$ cat src/include/obi_support_defs.svh
// ------------------------------
// sizing macros for the obi data bus monitor
// attribute FIFO depth, outstanding count width
// and number of attribute bits per request
// ------------------------------

`ifndef OBI_SUPPORT_DEFS_SVH
`define OBI_SUPPORT_DEFS_SVH

// requests that may wait for a response at one time
`define OBI_ATTR_FIFO_DEPTH 4

// width of the outstanding count, holds 0 up to the depth
`define OBI_OUTSTANDING_W 3

// store flag and grant parity error
`define OBI_ATTR_W 2

`endif

$ cat src/verilog/obi_support_pkg.sv
// ------------------------------
// shared types for the obi data bus monitor
// count, attribute and FIFO index vectors
// ------------------------------

`include "obi_support_defs.svh"

package obi_support_pkg;

  // number of address phases still waiting for a response
  typedef logic [`OBI_OUTSTANDING_W-1:0] outstanding_cnt_t;

  // per request attribute word
  // bit 0 is the store flag, bit 1 the grant parity error
  typedef logic [`OBI_ATTR_W-1:0] resp_attr_t;

  localparam int ATTR_STORE_BIT  = 0;
  localparam int ATTR_GNTPAR_BIT = 1;

  // read and write index of the attribute FIFO
  typedef logic [$clog2(`OBI_ATTR_FIFO_DEPTH)-1:0] fifo_ptr_t;

endpackage

$ cat src/verilog/obi_phase_monitor.sv
// ------------------------------
// obi phase monitor
// address phase continuation flag and
// count of outstanding address phases
// ------------------------------

`timescale 1ns/1ps

module obi_phase_monitor (
  input  logic                              in_support_if,
  input  logic                              rst_i,
  input  logic                              data_req_i,
  input  logic                              data_gnt_i,
  input  logic                              data_rvalid_i,
  output logic                              addr_ph_cont_o,
  output obi_support_pkg::outstanding_cnt_t outstanding_o
);

  logic req_q;
  logic gnt_q;
  logic addr_accept;
  obi_support_pkg::outstanding_cnt_t cnt_q;

  // ------------------------------
  // address phase continuation
  // ------------------------------

  always_ff @(posedge in_support_if) begin
    if (rst_i) begin
      req_q <= 1'b0;
      gnt_q <= 1'b0;
    end else begin
      req_q <= data_req_i;
      gnt_q <= data_gnt_i;
    end
  end

  // request still held after a cycle that was not granted
  assign addr_ph_cont_o = data_req_i && req_q && !gnt_q;

  // ------------------------------
  // outstanding count
  // ------------------------------

  assign addr_accept = data_req_i && data_gnt_i;

  // saturates at both ends, accept and response together cancel
  always_ff @(posedge in_support_if) begin
    if (rst_i) begin
      cnt_q <= '0;
    end else if (addr_accept && !data_rvalid_i && (cnt_q != '1)) begin
      cnt_q <= cnt_q + 1'b1;
    end else if (!addr_accept && data_rvalid_i && (cnt_q != '0)) begin
      cnt_q <= cnt_q - 1'b1;
    end
  end

  assign outstanding_o = cnt_q;

endmodule

$ cat src/verilog/gntpar_checker.sv
// ------------------------------
// grant parity checker
// flags a grant equal to its parity and
// remembers it while the request waits
// ------------------------------

`timescale 1ns/1ps

module gntpar_checker (
  input  logic in_support_if,
  input  logic rst_i,
  input  logic data_req_i,
  input  logic data_gnt_i,
  input  logic data_gntpar_i,
  output logic gntpar_err_o
);

  logic par_mismatch;
  logic prev_err_q;

  // parity must always be the inverse of the grant
  assign par_mismatch = (data_gnt_i == data_gntpar_i);

  assign gntpar_err_o = data_req_i && (par_mismatch || prev_err_q);

  // keep the error only while the same request is stalled
  always_ff @(posedge in_support_if) begin
    if (rst_i) begin
      prev_err_q <= 1'b0;
    end else if (data_req_i && !data_gnt_i) begin
      prev_err_q <= gntpar_err_o;
    end else begin
      prev_err_q <= 1'b0;
    end
  end

endmodule

$ cat src/verilog/trap_req_monitor.sv
// ------------------------------
// trap request monitor
// flags a data request issued after a trap
// and before the next retirement
// ------------------------------

`timescale 1ns/1ps

module trap_req_monitor (
  input  logic in_support_if,
  input  logic rst_i,
  input  logic data_req_i,
  input  logic data_gnt_i,
  input  logic trap_i,
  input  logic retire_i,
  output logic req_after_trap_o
);

  logic gnt_q;
  logic trap_active_q;
  logic flag_q;

  always_ff @(posedge in_support_if) begin
    if (rst_i) begin
      gnt_q         <= 1'b0;
      trap_active_q <= 1'b0;
      flag_q        <= 1'b0;
    end else begin
      gnt_q <= data_gnt_i;

      // a trap wins over a retirement in the same cycle
      if (trap_i) begin
        trap_active_q <= 1'b1;
        if (data_req_i && gnt_q) begin
          flag_q <= 1'b1;
        end
      end else if (retire_i) begin
        trap_active_q <= 1'b0;
        flag_q        <= 1'b0;
      end else if (trap_active_q && gnt_q && data_req_i) begin
        flag_q <= 1'b1;
      end
    end
  end

  assign req_after_trap_o = flag_q;

endmodule

$ cat src/verilog/resp_attr_fifo.sv
// ------------------------------
// response attribute FIFO
// queues store flag and grant parity error per
// accepted request, presents them with the response
// ------------------------------

`timescale 1ns/1ps

`include "obi_support_defs.svh"

module resp_attr_fifo #(
  parameter int DEPTH = `OBI_ATTR_FIFO_DEPTH
) (
  input  logic in_support_if,
  input  logic rst_i,
  input  logic data_req_i,
  input  logic data_gnt_i,
  input  logic data_rvalid_i,
  input  logic req_is_store_i,
  input  logic gntpar_err_i,
  output logic resp_was_store_o,
  output logic resp_gntpar_err_o,
  output logic full_o,
  output logic empty_o
);

  localparam int CNT_W = $clog2(DEPTH + 1);

  obi_support_pkg::resp_attr_t mem_q [DEPTH];
  obi_support_pkg::resp_attr_t push_attr;
  obi_support_pkg::resp_attr_t head_attr;
  obi_support_pkg::fifo_ptr_t  wr_ptr_q;
  obi_support_pkg::fifo_ptr_t  rd_ptr_q;
  logic [CNT_W-1:0]            count_q;
  logic                        push;
  logic                        pop;

  assign full_o  = (count_q == CNT_W'(DEPTH));
  assign empty_o = (count_q == '0);

  // a push while full is dropped
  assign push = data_req_i && data_gnt_i && !full_o;
  assign pop  = data_rvalid_i && !empty_o;

  always_comb begin
    push_attr = '0;
    push_attr[obi_support_pkg::ATTR_STORE_BIT]  = req_is_store_i;
    push_attr[obi_support_pkg::ATTR_GNTPAR_BIT] = gntpar_err_i;
  end

  // ------------------------------
  // storage and pointers
  // ------------------------------

  always_ff @(posedge in_support_if) begin
    if (push) begin
      mem_q[wr_ptr_q] <= push_attr;
    end
  end

  always_ff @(posedge in_support_if) begin
    if (rst_i) begin
      wr_ptr_q <= '0;
      rd_ptr_q <= '0;
      count_q  <= '0;
    end else begin
      if (push) begin
        wr_ptr_q <= (wr_ptr_q == obi_support_pkg::fifo_ptr_t'(DEPTH - 1)) ? '0 : wr_ptr_q + 1'b1;
      end
      if (pop) begin
        rd_ptr_q <= (rd_ptr_q == obi_support_pkg::fifo_ptr_t'(DEPTH - 1)) ? '0 : rd_ptr_q + 1'b1;
      end
      if (push && !pop) begin
        count_q <= count_q + 1'b1;
      end else if (!push && pop) begin
        count_q <= count_q - 1'b1;
      end
    end
  end

  // head is read combinationally, zero outside a response
  assign head_attr         = mem_q[rd_ptr_q];
  assign resp_was_store_o  = pop && head_attr[obi_support_pkg::ATTR_STORE_BIT];
  assign resp_gntpar_err_o = pop && head_attr[obi_support_pkg::ATTR_GNTPAR_BIT];

endmodule

$ cat src/verilog/obi_support_top.sv
// ------------------------------
// obi data bus support monitor, top level
// phase monitor, grant parity checker,
// trap monitor and response attribute FIFO
// ------------------------------

`timescale 1ns/1ps

module obi_support_top (
  input  logic                              in_support_if,
  input  logic                              rst_i,
  input  logic                              data_req_i,
  input  logic                              data_gnt_i,
  input  logic                              data_gntpar_i,
  input  logic                              data_rvalid_i,
  input  logic                              req_is_store_i,
  input  logic                              trap_i,
  input  logic                              retire_i,
  output logic                              addr_ph_cont_o,
  output obi_support_pkg::outstanding_cnt_t outstanding_o,
  output logic                              resp_was_store_o,
  output logic                              resp_gntpar_err_o,
  output logic                              req_after_trap_o
);

  logic gntpar_err;
  // FIFO status, watched by the bound assertions
  logic fifo_full;
  logic fifo_empty;

  obi_phase_monitor phase_mon_i (
    .in_support_if  (in_support_if),
    .rst_i          (rst_i),
    .data_req_i     (data_req_i),
    .data_gnt_i     (data_gnt_i),
    .data_rvalid_i  (data_rvalid_i),
    .addr_ph_cont_o (addr_ph_cont_o),
    .outstanding_o  (outstanding_o)
  );

  gntpar_checker gntpar_chk_i (
    .in_support_if (in_support_if),
    .rst_i         (rst_i),
    .data_req_i    (data_req_i),
    .data_gnt_i    (data_gnt_i),
    .data_gntpar_i (data_gntpar_i),
    .gntpar_err_o  (gntpar_err)
  );

  trap_req_monitor trap_mon_i (
    .in_support_if    (in_support_if),
    .rst_i            (rst_i),
    .data_req_i       (data_req_i),
    .data_gnt_i       (data_gnt_i),
    .trap_i           (trap_i),
    .retire_i         (retire_i),
    .req_after_trap_o (req_after_trap_o)
  );

  resp_attr_fifo attr_fifo_i (
    .in_support_if     (in_support_if),
    .rst_i             (rst_i),
    .data_req_i        (data_req_i),
    .data_gnt_i        (data_gnt_i),
    .data_rvalid_i     (data_rvalid_i),
    .req_is_store_i    (req_is_store_i),
    .gntpar_err_i      (gntpar_err),
    .resp_was_store_o  (resp_was_store_o),
    .resp_gntpar_err_o (resp_gntpar_err_o),
    .full_o            (fifo_full),
    .empty_o           (fifo_empty)
  );

endmodule

$ cat config.mk
export PLATFORM = sky130hd
export DESIGN_NAME = obi_support_top
export DESIGN_NICKNAME = d
export VERILOG_FILES = /design/src/verilog/obi_support_pkg.sv /design/src/verilog/obi_phase_monitor.sv /design/src/verilog/gntpar_checker.sv /design/src/verilog/trap_req_monitor.sv /design/src/verilog/resp_attr_fifo.sv /design/src/verilog/obi_support_top.sv
export VERILOG_INCLUDE_DIRS = /design/src /design/src/include
export SDC_FILE = /design/constraint.sdc
export NUM_CORES = 1
export LEC_CHECK = 0
export BUFFER_PORTS_ARGS = -buffer_cell sky130_fd_sc_hd__buf_2
export CORE_AREA = 2 2 49 51
export DETAILED_ROUTE_END_ITERATION = 10
export DIE_AREA = 0 0 51 53
export GPL_TIMING_DRIVEN = 0
export HOLD_SLACK_MARGIN = 0.05
export PLACE_DENSITY = 0.78
export SLEW_MARGIN = 20
export SYNTH_ARGS = -nofsm -noshare
export SYNTH_HDL_FRONTEND = slang
export SYNTH_SLANG_ARGS = --single-unit
$ cat constraint.sdc
create_clock -name in_support_if -period 5.6 [get_ports in_support_if]
set_input_delay 0.56 -clock in_support_if [delete_from_list [all_inputs] [get_ports in_support_if]]
set_output_delay 0.56 -clock in_support_if [all_outputs]
set_load 0.1 [all_outputs]
==> results.txt <==
Status: complete, no violations
Final setup fails: 0
Post-synthesis xor/xnor area fraction: 3.040%
Post-CTS sizing: 0
Vias per cell: 4.877
WL/cell: 11.27 um
R2R Path End: attr_fifo_i.count_q[2]
Leak pwr: 0.5477 nW
Final net count: 136
Internal power: 312.8 uW
CTS Sinks: 25
Unrepaired setup endpoints after global routing: false
Post-Route WL: 1645 um
Hold Fails Final Rpt: 0
Reg clk slew, reported paths: 0.13 ns
Number of global-route vias before repair: 688
Cts bufs inserted: 3
Peak Freq: 450.7 MHz
PwrDens: 409.7 mW/mm^2
# IOs: 16
Hold wc startpoint: req_is_store_i
RD Place Congestion: 0.7159
Area delta synth->final: 11.94%
DRC viols: 0
Sequential power share: 46.4%
CP max FO: 6
Largest family of logic cells by synthesized area: simple AND/OR/NAND/NOR gates
Worst-skew pair later-pin latency: 0.30 ns
Pre-CTS worst setup slack: 3.198 ns
Post-synthesis simple-gate area fraction: 14.55%
Slowest Stage Delay on Critical Path: 0.43 ns
Overflow after GRT: 0
Initial Util: 53.64%
Max-cap violations: 0
H-tree depth: 1
DR pass1 iterations: 1
Crit-path cells: o31ai_4 -> ha_1 -> inv_1 -> fa_1 -> xor2_1 -> or3_1 -> a21oi_1
Via Count: 712
Clk root buf: clkbuf_4
Final worst path period need: 2.219 ns
Net Switching: 215.8 uW
Distinct cells, synth: 30
Comb power frac: 39.6%
CP Capture Type: flop
Die area: 0.002703 sq mm
FP Rows: 17
Max VDD drop: 0.2123 mV
Synthesized Nets: 116
Critical path arrival: 2.45 ns
Synth Area in Compound Gates: 9.338%
Slew Limit Fails: 0
Synth Cell Area: 0.001152 sq mm
Synth Register Bits: 25
Gr usage total: 13.87%
IO Port Bufs: 15
R2R depth: 7
DRT iter0 DRCs: 0
Worst reg2reg setup slack: 3.38 ns
Largest net degree at the start of global routing: 15
Initial antenna violation count: 0
CP Class: flop to flop
Clock network power share: 14.0%
Ant diodes: 0
CP startpoint kind: flop
Hold Path Sink: attr_fifo_i.mem_q[3][0]
Max_slew headroom: 67.77%
Fraction of power spent switching nets: 40.83%
Crit-path slowest cell: o31ai_4
Register area share after synthesis: 50.38%
Postcts setup bufs: 0
Fin crit share: 39.62%
HP Class: input port to flop
Antenna Nets Post-Route: 0
Clock Skew: 0.01116 ns
Die X: 51 um
Final core utilization: 60.05%
Mux cell area share after synthesis: 10.10%
Req. time, crit path: 5.83 ns
Area of the core: 0.002148 sq mm
CTS tree: yes
Reg-to-Reg Start: attr_fifo_i.count_q[0]
Post-Syn Area per Cell: 11.64 sq um
Final setup margin: 3.381 ns
TNS Setup: 0 ns
Post-synthesis adder-cell area fraction: 9.989%
Chip Height: 53 um
First-pass GRT wire length: 2718 um
Clock Tree Buf Depth: 2
Post-CTS Hold Buffers: 0
Worst hold path cell count: 1
Layout cells sized above 1: 22.88%
Post-Syn Instances: 99
Tightest Pin Transition: 0.4868 ns
Ys Warns: 0
Dpl hpwl: 1352 um
cells by family (layout without fill, tap and decap cells):
logic type / count (synthesis) / in the layout
compound gates: 12 / 12
xor+xnor: 4 / 4
flops: 25 / 25
buf+inv: 8 / 27
simple gates: 33 / 33
fa+ha+maj: 8 / 8
mux: 9 / 9
through the flow:
stage	total power, mW	area, sq um	instances	hold slack, ns
4_1_cts	0.5346	1290	146	0.4631
3_5_place_dp	0.4584	1262	142	0.4622
2_1_floorplan	0.4219	1152	99	0.4355
3_3_place_gp	0.4513	1262	142	0.4462
6_report	0.5286	1290	146	0.4739
5_1_grt	0.5608	1290	146	0.4542
worst max-delay path by stage:
stage / startpoint / to / slack [ns] / cells after the start
2_1_floorplan: data_rvalid_i / resp_gntpar_err_o / 3.05 / 2
3_3_place_gp: data_req_i / attr_fifo_i.count_q[2] / 3.29 / 9
3_5_place_dp: data_req_i / attr_fifo_i.count_q[2] / 3.20 / 9
4_1_cts: attr_fifo_i.count_q[0] / attr_fifo_i.count_q[2] / 3.36 / 7
5_1_grt: attr_fifo_i.count_q[0] / attr_fifo_i.count_q[2] / 3.25 / 8
6_report: attr_fifo_i.count_q[0] / attr_fifo_i.count_q[2] / 3.38 / 7
routing by layer:
metal | part of all wire (%) | up-vias | track usage (%)
met5 | 0 | - | 0
met4 | 0.49 | 0 | 5.405
met3 | 1.9 | 2 | 3.390
met2 | 52 | 5 | 25.97
met1 | 45 | 329 | 14.91
li1 | - | 376 | -
cell usage after synthesis:
cell / number / area share, %
nor3_1: 1 / 0.43
mux4_2: 2 / 3.9
and2_1: 4 / 2.2
xor2_1: 2 / 1.5
mux2i_1: 6 / 5.2
nand2_1: 3 / 0.98
or3_1: 1 / 0.54
o211ai_1: 1 / 0.65
a21oi_4: 1 / 1.4
nor2_1: 14 / 4.6
dfxtp_1: 17 / 30
mux2_1: 1 / 0.98
o31ai_4: 1 / 1.8
o31ai_1: 1 / 0.65
nor2b_1: 5 / 2.7
o21ai_0: 2 / 0.87
clkbuf_1: 1 / 0.33
fa_1: 2 / 3.5
o21a_1: 1 / 0.65
nor3_2: 1 / 0.87
ha_1: 6 / 6.5
a21bo_1: 1 / 0.87
o22ai_2: 1 / 1.1
nor2_2: 2 / 1.1
xnor2_1: 2 / 1.5
nand3b_1: 1 / 0.65
a21oi_1: 3 / 1.3
inv_1: 7 / 2.3
and3_1: 1 / 0.54
edfxtp_1: 8 / 21
worst max-delay path, delay by kind of cell, from the launching register on:
kind | cells | cell delay (ns)
compound gates | 2 | 0.59
buf+inv | 1 | 0.06
xor+xnor | 1 | 0.15
simple gates | 1 | 0.31
fa+ha+maj | 2 | 0.63
flops | 1 | 0.40
state kept, by name, summed over array words and instances (netlist names), 2 cells and up, named ones only:
register and cells:
attr_fifo_i.wr_ptr_q 2, attr_fifo_i.rd_ptr_q 2, attr_fifo_i.count_q 3, phase_mon_i.outstanding_o 3
attr_fifo_i.mem_q 8
power groups by stage:
stage                     Clock (mW)  Sequential, mW  Combinational (mW)
after detailed placement           0           0.251               0.208
after global placement             0           0.248               0.203
after global routing          0.0851           0.250               0.225
after CTS                     0.0783           0.246               0.210
final                         0.0742           0.245               0.209
after floorplan                    0           0.294               0.128
placed cells by master, fill, tap and decap left out:
cell type / synthesis / routed
o22ai_2: 1 / 1
nor2b_1: 5 / 5
nor3_1: 1 / 1
a21bo_1: 1 / 1
nor2_2: 2 / 2
a21oi_1: 3 / 3
o21ai_0: 2 / 2
ha_1: 6 / 6
fa_1: 2 / 2
dfxtp_1: 17 / 17
o21a_1: 1 / 1
mux2i_1: 6 / 6
and2_1: 4 / 4
nor3_2: 1 / 1
clkinv_2: 0 / 1
nor2_1: 14 / 14
inv_1: 7 / 7
xor2_1: 2 / 2
a21oi_4: 1 / 1
edfxtp_1: 8 / 8
o31ai_4: 1 / 1
and3_1: 1 / 1
o211ai_1: 1 / 1
buf_2: 0 / 15
o31ai_1: 1 / 1
nand3b_1: 1 / 1
nand2_1: 3 / 3
clkbuf_1: 1 / 1
mux2_1: 1 / 1
mux4_2: 2 / 2
xnor2_1: 2 / 2
clkbuf_4: 0 / 3
or3_1: 1 / 1
layout make-up:
class / count / area, sq um
clock buffers: 3 / 22.52
clock inverters: 1 / 5.005
flip-flops and latches: 25 / 580.6
inverters: 7 / 26.28
well taps: 28 / 35.03
plain buffers: 1 / 3.754
multi-input cells: 66 / 541.8
repair buffers: 15 / 75.07
fillers: 185 / 858.3
No activity file was read; power rests on OpenSTA's default activity.
